--- config.mk ---
export PLATFORM = sky130hd
export DESIGN_NAME = mem_subsys_top
export DESIGN_NICKNAME = d
export VERILOG_FILES = /design/src/verilog/mem_bus_pkg.sv /design/src/verilog/cache_controller.sv /design/src/verilog/icache.sv /design/src/verilog/dcache.sv /design/src/verilog/mem_subsys_top.sv
export SDC_FILE = /design/constraint.sdc
export NUM_CORES = 2
export LEC_CHECK = 0
export BUFFER_PORTS_ARGS = -buffer_cell sky130_fd_sc_hd__buf_2
export CAP_MARGIN = 5
export CORE_MARGIN = 1.5
export CORE_UTILIZATION = 66
export DETAILED_ROUTE_END_ITERATION = 10
export PLACE_DENSITY_LB_ADDON = 0.15
export SYNTH_ARGS = -nofsm -noshare
export SYNTH_HDL_FRONTEND = slang
export SYNTH_SLANG_ARGS = --single-unit
--- constraint.sdc ---
create_clock -name clock -period 26 [get_ports clock]
set_input_delay 5.2 -clock clock [delete_from_list [all_inputs] [get_ports clock]]
set_output_delay 5.2 -clock clock [all_outputs]
set_load 0.1 [all_outputs]
--- src/verilog/mem_bus_pkg.sv ---
package mem_bus_pkg;

    // address and data widths of the memory bus
    localparam int XLEN        = 32;
    localparam int LINE_BITS   = 64;
    localparam int OFFSET_BITS = 3;    // byte offset inside one 64-bit line

    // response / tag numbers, zero is reserved for "none"
    localparam int MEM_TAG_BITS = 4;
    localparam int NUM_MEM_TAGS = (1 << MEM_TAG_BITS) - 1;

    typedef logic [XLEN-1:0]         addr_t;
    typedef logic [LINE_BITS-1:0]    line_t;
    typedef logic [MEM_TAG_BITS-1:0] mem_tag_t;

    // bus command, same encoding the memory model expects
    typedef enum logic [1:0] {
        BUS_NONE  = 2'h0,
        BUS_LOAD  = 2'h1,
        BUS_STORE = 2'h2
    } bus_cmd_e;

endpackage

--- src/verilog/cache_controller.sv ---
module cache_controller (
    input  logic                  clock,
    input  logic                  rst_n,

    // instruction cache requests
    input  mem_bus_pkg::bus_cmd_e ic_command,
    input  mem_bus_pkg::addr_t    ic_addr,

    // data cache requests
    input  mem_bus_pkg::bus_cmd_e dc_command,
    input  mem_bus_pkg::addr_t    dc_addr,
    input  mem_bus_pkg::line_t    dc_wdata,

    // memory answers
    input  mem_bus_pkg::mem_tag_t mem_response,
    input  mem_bus_pkg::line_t    mem_rdata,
    input  mem_bus_pkg::mem_tag_t mem_tag,

    // memory request
    output mem_bus_pkg::bus_cmd_e mem_command,
    output mem_bus_pkg::addr_t    mem_addr,
    output mem_bus_pkg::line_t    mem_wdata,

    output mem_bus_pkg::mem_tag_t ic_response,
    output mem_bus_pkg::line_t    ic_rdata,
    output mem_bus_pkg::mem_tag_t ic_tag,

    output mem_bus_pkg::mem_tag_t dc_response,
    output mem_bus_pkg::line_t    dc_rdata,
    output mem_bus_pkg::mem_tag_t dc_tag
);
    import mem_bus_pkg::*;

    logic                  d_request;
    logic                  load_accepted;
    logic                  tag_valid;    // returning tag belongs to a recorded load
    logic [NUM_MEM_TAGS:1] pending;      // one entry per response number
    logic [NUM_MEM_TAGS:1] owner_dc;     // 1 = data cache, 0 = instruction cache

    assign d_request     = (dc_command != BUS_NONE);
    assign load_accepted = (mem_command == BUS_LOAD) && (mem_response != '0);
    assign tag_valid     = (mem_tag != '0) && pending[mem_tag];

    // data cache wins whenever it has something on the bus
    always_comb begin
        if (d_request) begin
            mem_command = dc_command;
            mem_addr    = dc_addr;
            mem_wdata   = dc_wdata;
            dc_response = mem_response;
            ic_response = '0;    // icache sees a reject and retries
        end else begin
            mem_command = ic_command;
            mem_addr    = ic_addr;
            mem_wdata   = '0;
            dc_response = '0;
            ic_response = mem_response;
        end
    end

    // tags go to whoever got that number, independent of who requests now
    always_comb begin
        dc_tag   = '0;
        dc_rdata = '0;
        ic_tag   = '0;
        ic_rdata = '0;
        if (tag_valid) begin
            if (owner_dc[mem_tag]) begin
                dc_tag   = mem_tag;
                dc_rdata = mem_rdata;
            end else begin
                ic_tag   = mem_tag;
                ic_rdata = mem_rdata;
            end
        end
    end

    always_ff @(posedge clock or negedge rst_n) begin
        if (!rst_n) begin
            pending  <= '0;
            owner_dc <= '0;
        end else begin
            if (tag_valid)
                pending[mem_tag] <= 1'b0;
            // a new accept of the same number overrides the retire
            if (load_accepted) begin
                pending[mem_response]  <= 1'b1;
                owner_dc[mem_response] <= d_request;
            end
        end
    end

endmodule

--- src/verilog/icache.sv ---
module icache #(
    parameter int ICACHE_LINES = 16
) (
    input  logic                  clock,
    input  logic                  rst_n,

    // fetch port
    input  logic                  fetch_req,
    input  mem_bus_pkg::addr_t    fetch_addr,
    output logic                  fetch_valid,
    output mem_bus_pkg::line_t    fetch_data,

    // controller side
    output mem_bus_pkg::bus_cmd_e ic_command,
    output mem_bus_pkg::addr_t    ic_addr,
    input  mem_bus_pkg::mem_tag_t ic_response,
    input  mem_bus_pkg::line_t    ic_rdata,
    input  mem_bus_pkg::mem_tag_t ic_tag
);
    import mem_bus_pkg::*;

    localparam int IDX_BITS = $clog2(ICACHE_LINES);
    localparam int TAG_BITS = XLEN - IDX_BITS - OFFSET_BITS;

    typedef logic [IDX_BITS-1:0] idx_t;
    typedef logic [TAG_BITS-1:0] ltag_t;

    typedef enum logic [1:0] {
        IC_IDLE,
        IC_REQ,     // BUS_LOAD on the bus until accepted
        IC_WAIT     // waiting for our tag
    } ic_state_e;

    ic_state_e   state;

    line_t       data_mem [ICACHE_LINES];
    ltag_t       tag_mem  [ICACHE_LINES];
    logic [ICACHE_LINES-1:0] valid;

    addr_t       req_addr;    // address of the miss being serviced
    mem_tag_t    num_q;       // number memory gave to our load

    addr_t       look_addr;
    idx_t        look_idx;
    ltag_t       look_tag;
    logic        hit;
    logic        accepted;
    logic        fill_en;

    // new fetch looks up directly, a miss keeps looking at the held address
    assign look_addr = (state == IC_IDLE) ? fetch_addr : req_addr;
    assign look_idx  = look_addr[OFFSET_BITS +: IDX_BITS];
    assign look_tag  = look_addr[XLEN-1 -: TAG_BITS];
    assign hit       = valid[look_idx] && (tag_mem[look_idx] == look_tag);

    assign accepted = (state == IC_REQ) && (ic_response != '0);
    assign fill_en  = (state == IC_WAIT) && (ic_tag != '0) && (ic_tag == num_q);

    assign ic_command = (state == IC_REQ) ? BUS_LOAD : BUS_NONE;
    assign ic_addr    = {req_addr[XLEN-1:OFFSET_BITS], {OFFSET_BITS{1'b0}}};  // line aligned

    always_ff @(posedge clock or negedge rst_n) begin
        if (!rst_n) begin
            state       <= IC_IDLE;
            valid       <= '0;
            fetch_valid <= 1'b0;
        end else begin
            fetch_valid <= 1'b0;
            case (state)
                IC_IDLE: begin
                    if (fetch_req) begin
                        if (hit)
                            fetch_valid <= 1'b1;
                        else
                            state <= IC_REQ;
                    end
                end
                IC_REQ: begin
                    if (accepted)
                        state <= IC_WAIT;    // rejected: stay and retry
                end
                IC_WAIT: begin
                    if (fill_en) begin
                        valid[look_idx] <= 1'b1;
                        fetch_valid     <= 1'b1;
                        state           <= IC_IDLE;
                    end
                end
                default: state <= IC_IDLE;
            endcase
        end
    end

    always_ff @(posedge clock) begin
        if (state == IC_IDLE && fetch_req)
            req_addr <= fetch_addr;
        if (accepted)
            num_q <= ic_response;

        if (state == IC_IDLE && fetch_req && hit)
            fetch_data <= data_mem[look_idx];
        else if (fill_en)
            fetch_data <= ic_rdata;    // forward the fill straight out

        if (fill_en) begin
            data_mem[look_idx] <= ic_rdata;
            tag_mem[look_idx]  <= look_tag;
        end
    end

endmodule

--- src/verilog/dcache.sv ---
module dcache #(
    parameter int DCACHE_LINES = 16
) (
    input  logic                  clock,
    input  logic                  rst_n,

    // processor data port
    input  logic                  data_load,
    input  logic                  data_store,
    input  mem_bus_pkg::addr_t    data_addr,
    input  mem_bus_pkg::line_t    data_wdata,
    output logic                  data_done,
    output mem_bus_pkg::line_t    data_rdata,

    // controller side
    output mem_bus_pkg::bus_cmd_e dc_command,
    output mem_bus_pkg::addr_t    dc_addr,
    output mem_bus_pkg::line_t    dc_wdata,
    input  mem_bus_pkg::mem_tag_t dc_response,
    input  mem_bus_pkg::line_t    dc_rdata,
    input  mem_bus_pkg::mem_tag_t dc_tag
);
    import mem_bus_pkg::*;

    localparam int IDX_BITS = $clog2(DCACHE_LINES);
    localparam int TAG_BITS = XLEN - IDX_BITS - OFFSET_BITS;

    typedef logic [IDX_BITS-1:0] idx_t;
    typedef logic [TAG_BITS-1:0] ltag_t;

    typedef enum logic [1:0] {
        DC_IDLE,
        DC_LOAD_REQ,
        DC_LOAD_WAIT,
        DC_STORE_REQ
    } dc_state_e;

    dc_state_e state;

    line_t     data_mem [DCACHE_LINES];
    ltag_t     tag_mem  [DCACHE_LINES];
    logic [DCACHE_LINES-1:0] valid;

    addr_t     req_addr;
    line_t     wdata_q;     // store data held while memory rejects
    mem_tag_t  num_q;

    addr_t     look_addr;
    idx_t      look_idx;
    ltag_t     look_tag;
    logic      hit;
    logic      load_hit;
    logic      load_acc;
    logic      store_acc;
    logic      fill_en;
    logic      upd_en;

    assign look_addr = (state == DC_IDLE) ? data_addr : req_addr;
    assign look_idx  = look_addr[OFFSET_BITS +: IDX_BITS];
    assign look_tag  = look_addr[XLEN-1 -: TAG_BITS];
    assign hit       = valid[look_idx] && (tag_mem[look_idx] == look_tag);

    assign load_hit  = (state == DC_IDLE) && data_load && hit;
    assign load_acc  = (state == DC_LOAD_REQ) && (dc_response != '0);
    assign store_acc = (state == DC_STORE_REQ) && (dc_response != '0);
    assign fill_en   = (state == DC_LOAD_WAIT) && (dc_tag != '0) && (dc_tag == num_q);
    assign upd_en    = store_acc && hit;    // write-through, no allocate on a store miss

    always_comb begin
        case (state)
            DC_LOAD_REQ:  dc_command = BUS_LOAD;
            DC_STORE_REQ: dc_command = BUS_STORE;
            default:      dc_command = BUS_NONE;
        endcase
    end

    assign dc_addr  = {req_addr[XLEN-1:OFFSET_BITS], {OFFSET_BITS{1'b0}}};
    assign dc_wdata = wdata_q;

    always_ff @(posedge clock or negedge rst_n) begin
        if (!rst_n) begin
            state     <= DC_IDLE;
            valid     <= '0;
            data_done <= 1'b0;
        end else begin
            data_done <= 1'b0;
            case (state)
                DC_IDLE: begin
                    if (data_load) begin    // load wins if both are raised
                        if (hit)
                            data_done <= 1'b1;
                        else
                            state <= DC_LOAD_REQ;
                    end else if (data_store) begin
                        state <= DC_STORE_REQ;
                    end
                end
                DC_LOAD_REQ: begin
                    if (load_acc)
                        state <= DC_LOAD_WAIT;
                end
                DC_LOAD_WAIT: begin
                    if (fill_en) begin
                        valid[look_idx] <= 1'b1;
                        data_done       <= 1'b1;
                        state           <= DC_IDLE;
                    end
                end
                DC_STORE_REQ: begin
                    // store is finished once memory takes it
                    if (store_acc) begin
                        data_done <= 1'b1;
                        state     <= DC_IDLE;
                    end
                end
                default: state <= DC_IDLE;
            endcase
        end
    end

    always_ff @(posedge clock) begin
        if (state == DC_IDLE && (data_load || data_store)) begin
            req_addr <= data_addr;
            wdata_q  <= data_wdata;
        end
        if (load_acc)
            num_q <= dc_response;

        if (load_hit)
            data_rdata <= data_mem[look_idx];
        else if (fill_en)
            data_rdata <= dc_rdata;

        if (fill_en) begin
            data_mem[look_idx] <= dc_rdata;
            tag_mem[look_idx]  <= look_tag;
        end else if (upd_en) begin
            data_mem[look_idx] <= wdata_q;    // keep cached copy in step with memory
        end
    end

endmodule

--- src/verilog/mem_subsys_top.sv ---
module mem_subsys_top #(
    parameter int ICACHE_LINES = 16,
    parameter int DCACHE_LINES = 16
) (
    input  logic                  clock,
    input  logic                  rst_n,

    // instruction fetch
    input  logic                  fetch_req,
    input  mem_bus_pkg::addr_t    fetch_addr,
    output logic                  fetch_valid,
    output mem_bus_pkg::line_t    fetch_data,

    // data access
    input  logic                  data_load,
    input  logic                  data_store,
    input  mem_bus_pkg::addr_t    data_addr,
    input  mem_bus_pkg::line_t    data_wdata,
    output logic                  data_done,
    output mem_bus_pkg::line_t    data_rdata,

    // memory bus
    output mem_bus_pkg::bus_cmd_e mem_command,
    output mem_bus_pkg::addr_t    mem_addr,
    output mem_bus_pkg::line_t    mem_wdata,
    input  mem_bus_pkg::mem_tag_t mem_response,
    input  mem_bus_pkg::line_t    mem_rdata,
    input  mem_bus_pkg::mem_tag_t mem_tag
);
    import mem_bus_pkg::*;

    // icache <-> controller
    bus_cmd_e ic_command;
    addr_t    ic_addr;
    mem_tag_t ic_response;
    line_t    ic_rdata;
    mem_tag_t ic_tag;

    // dcache <-> controller
    bus_cmd_e dc_command;
    addr_t    dc_addr;
    line_t    dc_wdata;
    mem_tag_t dc_response;
    line_t    dc_rdata;
    mem_tag_t dc_tag;

    icache #(
        .ICACHE_LINES (ICACHE_LINES)
    ) u_icache (
        .clock       (clock),
        .rst_n       (rst_n),
        .fetch_req   (fetch_req),
        .fetch_addr  (fetch_addr),
        .fetch_valid (fetch_valid),
        .fetch_data  (fetch_data),
        .ic_command  (ic_command),
        .ic_addr     (ic_addr),
        .ic_response (ic_response),
        .ic_rdata    (ic_rdata),
        .ic_tag      (ic_tag)
    );

    dcache #(
        .DCACHE_LINES (DCACHE_LINES)
    ) u_dcache (
        .clock       (clock),
        .rst_n       (rst_n),
        .data_load   (data_load),
        .data_store  (data_store),
        .data_addr   (data_addr),
        .data_wdata  (data_wdata),
        .data_done   (data_done),
        .data_rdata  (data_rdata),
        .dc_command  (dc_command),
        .dc_addr     (dc_addr),
        .dc_wdata    (dc_wdata),
        .dc_response (dc_response),
        .dc_rdata    (dc_rdata),
        .dc_tag      (dc_tag)
    );

    cache_controller u_ctrl (
        .clock        (clock),
        .rst_n        (rst_n),
        .ic_command   (ic_command),
        .ic_addr      (ic_addr),
        .dc_command   (dc_command),
        .dc_addr      (dc_addr),
        .dc_wdata     (dc_wdata),
        .mem_response (mem_response),
        .mem_rdata    (mem_rdata),
        .mem_tag      (mem_tag),
        .mem_command  (mem_command),
        .mem_addr     (mem_addr),
        .mem_wdata    (mem_wdata),
        .ic_response  (ic_response),
        .ic_rdata     (ic_rdata),
        .ic_tag       (ic_tag),
        .dc_response  (dc_response),
        .dc_rdata     (dc_rdata),
        .dc_tag       (dc_tag)
    );

endmodule

==> impl_metrics.tcl <==
set metrics [dict create \
    fin_skew_ns 0.0483 \
    routabilityCongestion 0.844 \
    first_pass_iters 6 \
    grt_util_met3 0.0595 \
    drtIter0Drc 10100 \
    ctsResizeCount 0 \
    syn_area_um2 119000 \
    areaGrowthSynthToFinish_pct 12.4 \
    start_util 0.665 \
    hold_viol 0 \
    core_area_um2 179000 \
    ctsHtreeMaxLevel 5 \
    synth_area_leader_cell "edfxtp_1" \
    synth_edf_count 3106 \
    cts_buffers 318 \
    clk_path_buf_depth 4 \
    clock_latency_ns 0.94 \
    io_buffers 423 \
    power_switching_mw 4.39 \
    maxSlewViolCount 0 \
    grtUsageTotal 0.345 \
    grt_use_met1 0.471 \
    ys_seq_area_frac 0.800 \
    seq_power_share 0.447 \
    grt_pass1_wl_um 455000 \
    num-nets-final 7675 \
    num_rows 155 \
    p_leak_nw 43.6 \
    period_needed_ns 11.11 \
    detail_route.wl_per_cell_um 31.7 \
    syn_inst 7077 \
    yosys_warnings 0 \
    crit_chain "buf_2, nor4b_2, a31oi_4, buf_4, buf_4, o22ai_1, o21ai_0, nand4_1, xor2_1, and4_1, nand3_1, nor3_4, buf_4, buf_4, o211a_4, buf_4" \
    setup_viol 0 \
    synth.most_common_cell "edfxtp_1" \
    use_met2 0.536 \
    antenna_found_initial 18 \
    netSwitchingFraction 0.316 \
    antenna_left 0 \
    p_int_mw 9.51 \
    cp.required_ns 26.54 \
    ctsHoldBuffers 0 \
    drv_cap 0 \
    synth_cell_type_count 56 \
    cpPeakStageDelay_ns 0.82 \
    critPathArrivalTime_ns 11.65 \
    worstMarginPinSlew_ns 1.26 \
    cts_tree "done" \
    hold_class "flip-flop to flip-flop" \
    clk_pin_slew_ns 0.06 \
    busiest_layer "met2" \
    dp_slack_ns 14.04 \
    relSlewSlack 0.157 \
    synth_commonest_cells "3106 x edfxtp_1, 1024 x a22oi_1, 519 x a21oi_1" \
    dieArea_um2 182000 \
    power_density_nw_per_um2 104 \
    vias 70900 \
    ys_seq_elements 3174 \
    synth_top_area_frac 0.786 \
    drt-total-wl_um 319000 \
    cp_common_cell "buf_4" \
    grt_start_max_net_pins 167 \
    cts_root_buf "clkbuf_16" \
    ios 433 \
    setup.worst_path.end_class "flip-flop" \
    place_hpwl_um 166000 \
    die_w_um 427 \
    cp_max_fo 72 \
    grt_overflow_total 0 \
    die_h_um 427 \
    status "finished, final reports clean" \
    synth_ff_type "edfxtp_1" \
    cp_slowest_cell "buf_4" \
    first_global_vias 68500 \
    yosys-top-cells-area "edfxtp_1 79%, a22oi_1 6.5%, o22ai_1 2.2%" \
    avgViaCountPerCell 7.05 \
    critical_path_class "primary input to flip-flop" \
    fin_crit_sh 0.427 \
    critPathLaunchType "primary input" \
    post-route-drc-count 0 \
    power_frac_clock 0.316 \
    tns_ns 0 \
    clkSinkCount 3174 \
    synthArstFlopShare 0.0214 \
    avgSynthCellArea_um2 16.8 \
    rsz0062_at_grt "no" \
    fin_ws_ns 14.89 \
    post-cts-setup-buffers 0 \
    ir_worst_vdd_uv 83.6 \
    drive_gt1_frac 0.159 \
    p_comb_frac 0.237 \
    max_freq_mhz 90.0 \
]
[power groups by stage]
stage | registers [mW] | clock network [mW] | logic [mW]
final | 6.21 | 4.40 | 3.29
after global routing | 6.22 | 4.61 | 3.48
after CTS | 6.21 | 4.42 | 3.24
after detailed placement | 6.32 | 0 | 3.22
after global placement | 6.31 | 0 | 3.15
after floorplan | 6.28 | 0 | 2.18
[metal layers]
layer | wire, um | up-vias
met5 | 93 | -
met4 | 19900 | 16
met3 | 34400 | 745
met2 | 150000 | 4829
met1 | 115000 | 35700
li1 | - | 29700
[worst max-delay path: cells and delay by family]
family,cells,cell delay [ns]
AOI/OAI and AO/OA,4,1.37
xor gates and xnor gates,1,0.24
buffers and inverters,6,3.52
and+or+nand+nor,5,1.15
[cell type report]
type | count | area, um^2
Multi-Input combinational cell | 3398 | 22300
Sequential cell | 3174 | 95000
Inverter | 9 | 43.8
Fill cell | 10200 | 45200
Clock buffer | 389 | 8450
Clock inverter | 156 | 1410
Timing Repair Buffer | 569 | 3250
Antenna cell | 9 | 22.5
Tap cell | 2355 | 2950
[worst paths after layout]
check,from,end,slack [ns],cells after the start
max,data_addr[3],u_dcache.data_mem[1][31]$_DFFE_PP_,14.89,16
min,u_icache.valid[1]$_DFFE_PN0P_,u_icache.valid[1]$_DFFE_PN0P_,0.47,1
max reg2reg,u_dcache.state[0]$_DFFE_PN0P_,u_dcache.data_mem[1][31]$_DFFE_PP_,17.70,16
min reg2reg,u_icache.valid[1]$_DFFE_PN0P_,u_icache.valid[1]$_DFFE_PN0P_,0.47,1
max in group asynchronous,rst_n,u_dcache.state[0]$_DFFE_PN0P_,20.73,2
min in group asynchronous,rst_n,u_icache.valid[8]$_DFFE_PN0P_,4.52,2
[registers in the layout (all words and copies together) (netlist names)]
| signal | cells |
|---|---|
| u_dcache.dc_wdata | 64 |
| u_dcache.num_q | 4 |
| u_dcache.state | 2 |
| u_ctrl.owner_dc | 15 |
| u_icache.req_addr | 29 |
| u_icache.fetch_valid | 1 |
| u_dcache.data_rdata | 64 |
| u_dcache.data_mem | 1024 |
| u_icache.fetch_data | 64 |
| u_dcache.data_done | 1 |
| u_icache.num_q | 4 |
| u_icache.data_mem | 1024 |
| u_dcache.valid | 16 |
| u_dcache.req_addr | 29 |
| u_ctrl.pending | 15 |
| u_icache.state | 2 |
| u_icache.tag_mem | 400 |
| u_dcache.tag_mem | 400 |
| u_icache.valid | 16 |
[metrics by stage]
| step | util | total power [mW] | cell area, um^2 | hold slack [ns] | instances |
|---|---|---|---|---|---|
| final | 0.747 | 13.9 | 133000 | 0.469 | 10100 |
| after global routing | 0.747 | 14.3 | 133000 | 0.477 | 10100 |
| after CTS | 0.747 | 13.9 | 133000 | 0.469 | 10100 |
| after detailed placement | 0.692 | 9.54 | 124000 | 0.453 | 9505 |
| after global placement | 0.692 | 9.46 | 124000 | 0.451 | 9505 |
| after floorplan | - | 8.47 | 119000 | 0.440 | 7079 |
[cell usage in the layout (no fill, tap or decap), types with 6 or more instances in the layout]
cell       count
edfxtp_1    3106
a22oi_1     1024
a21oi_1      518
buf_2        423
o22ai_1      417
o21ai_0      356
clkbuf_16    326
nand2_1      308
buf_4        143
and2_1       134
nor4_1       132
mux2_2        94
dfrtp_1       67
clkinv_1      66
a22o_1        65
nand4_1       59
clkbuf_1      57
xor2_1        56
clkinv_2      54
or2_2         35
nor3_2        32
bufinv_16     27
nand2b_1      17
nand3_1       17
o211a_4       16
nor2_1        12
mux2_1        11
diode_2        9
mux4_2         8
inv_1          7
nor2b_1        7
and4_1         7
o21ai_2        6
o21a_4         6
clkbuf_8       6
[kinds of logic (layout without fill, tap and decap cells)]
family / Yosys count / in the layout / share of synthesized area
other: 1 / 12 / 0.0000316
multiplexers: 121 / 121 / 0.0122
XOR/XNOR: 57 / 57 / 0.00420
buffers and inverters: 507 / 1123 / 0.0169
AO/OA/AOI/OAI: 2438 / 2438 / 0.133
flip-flops: 3174 / 3174 / 0.800
AND/OR/NAND/NOR: 779 / 779 / 0.0342
No activity file was read; power rests on OpenSTA's default activity.
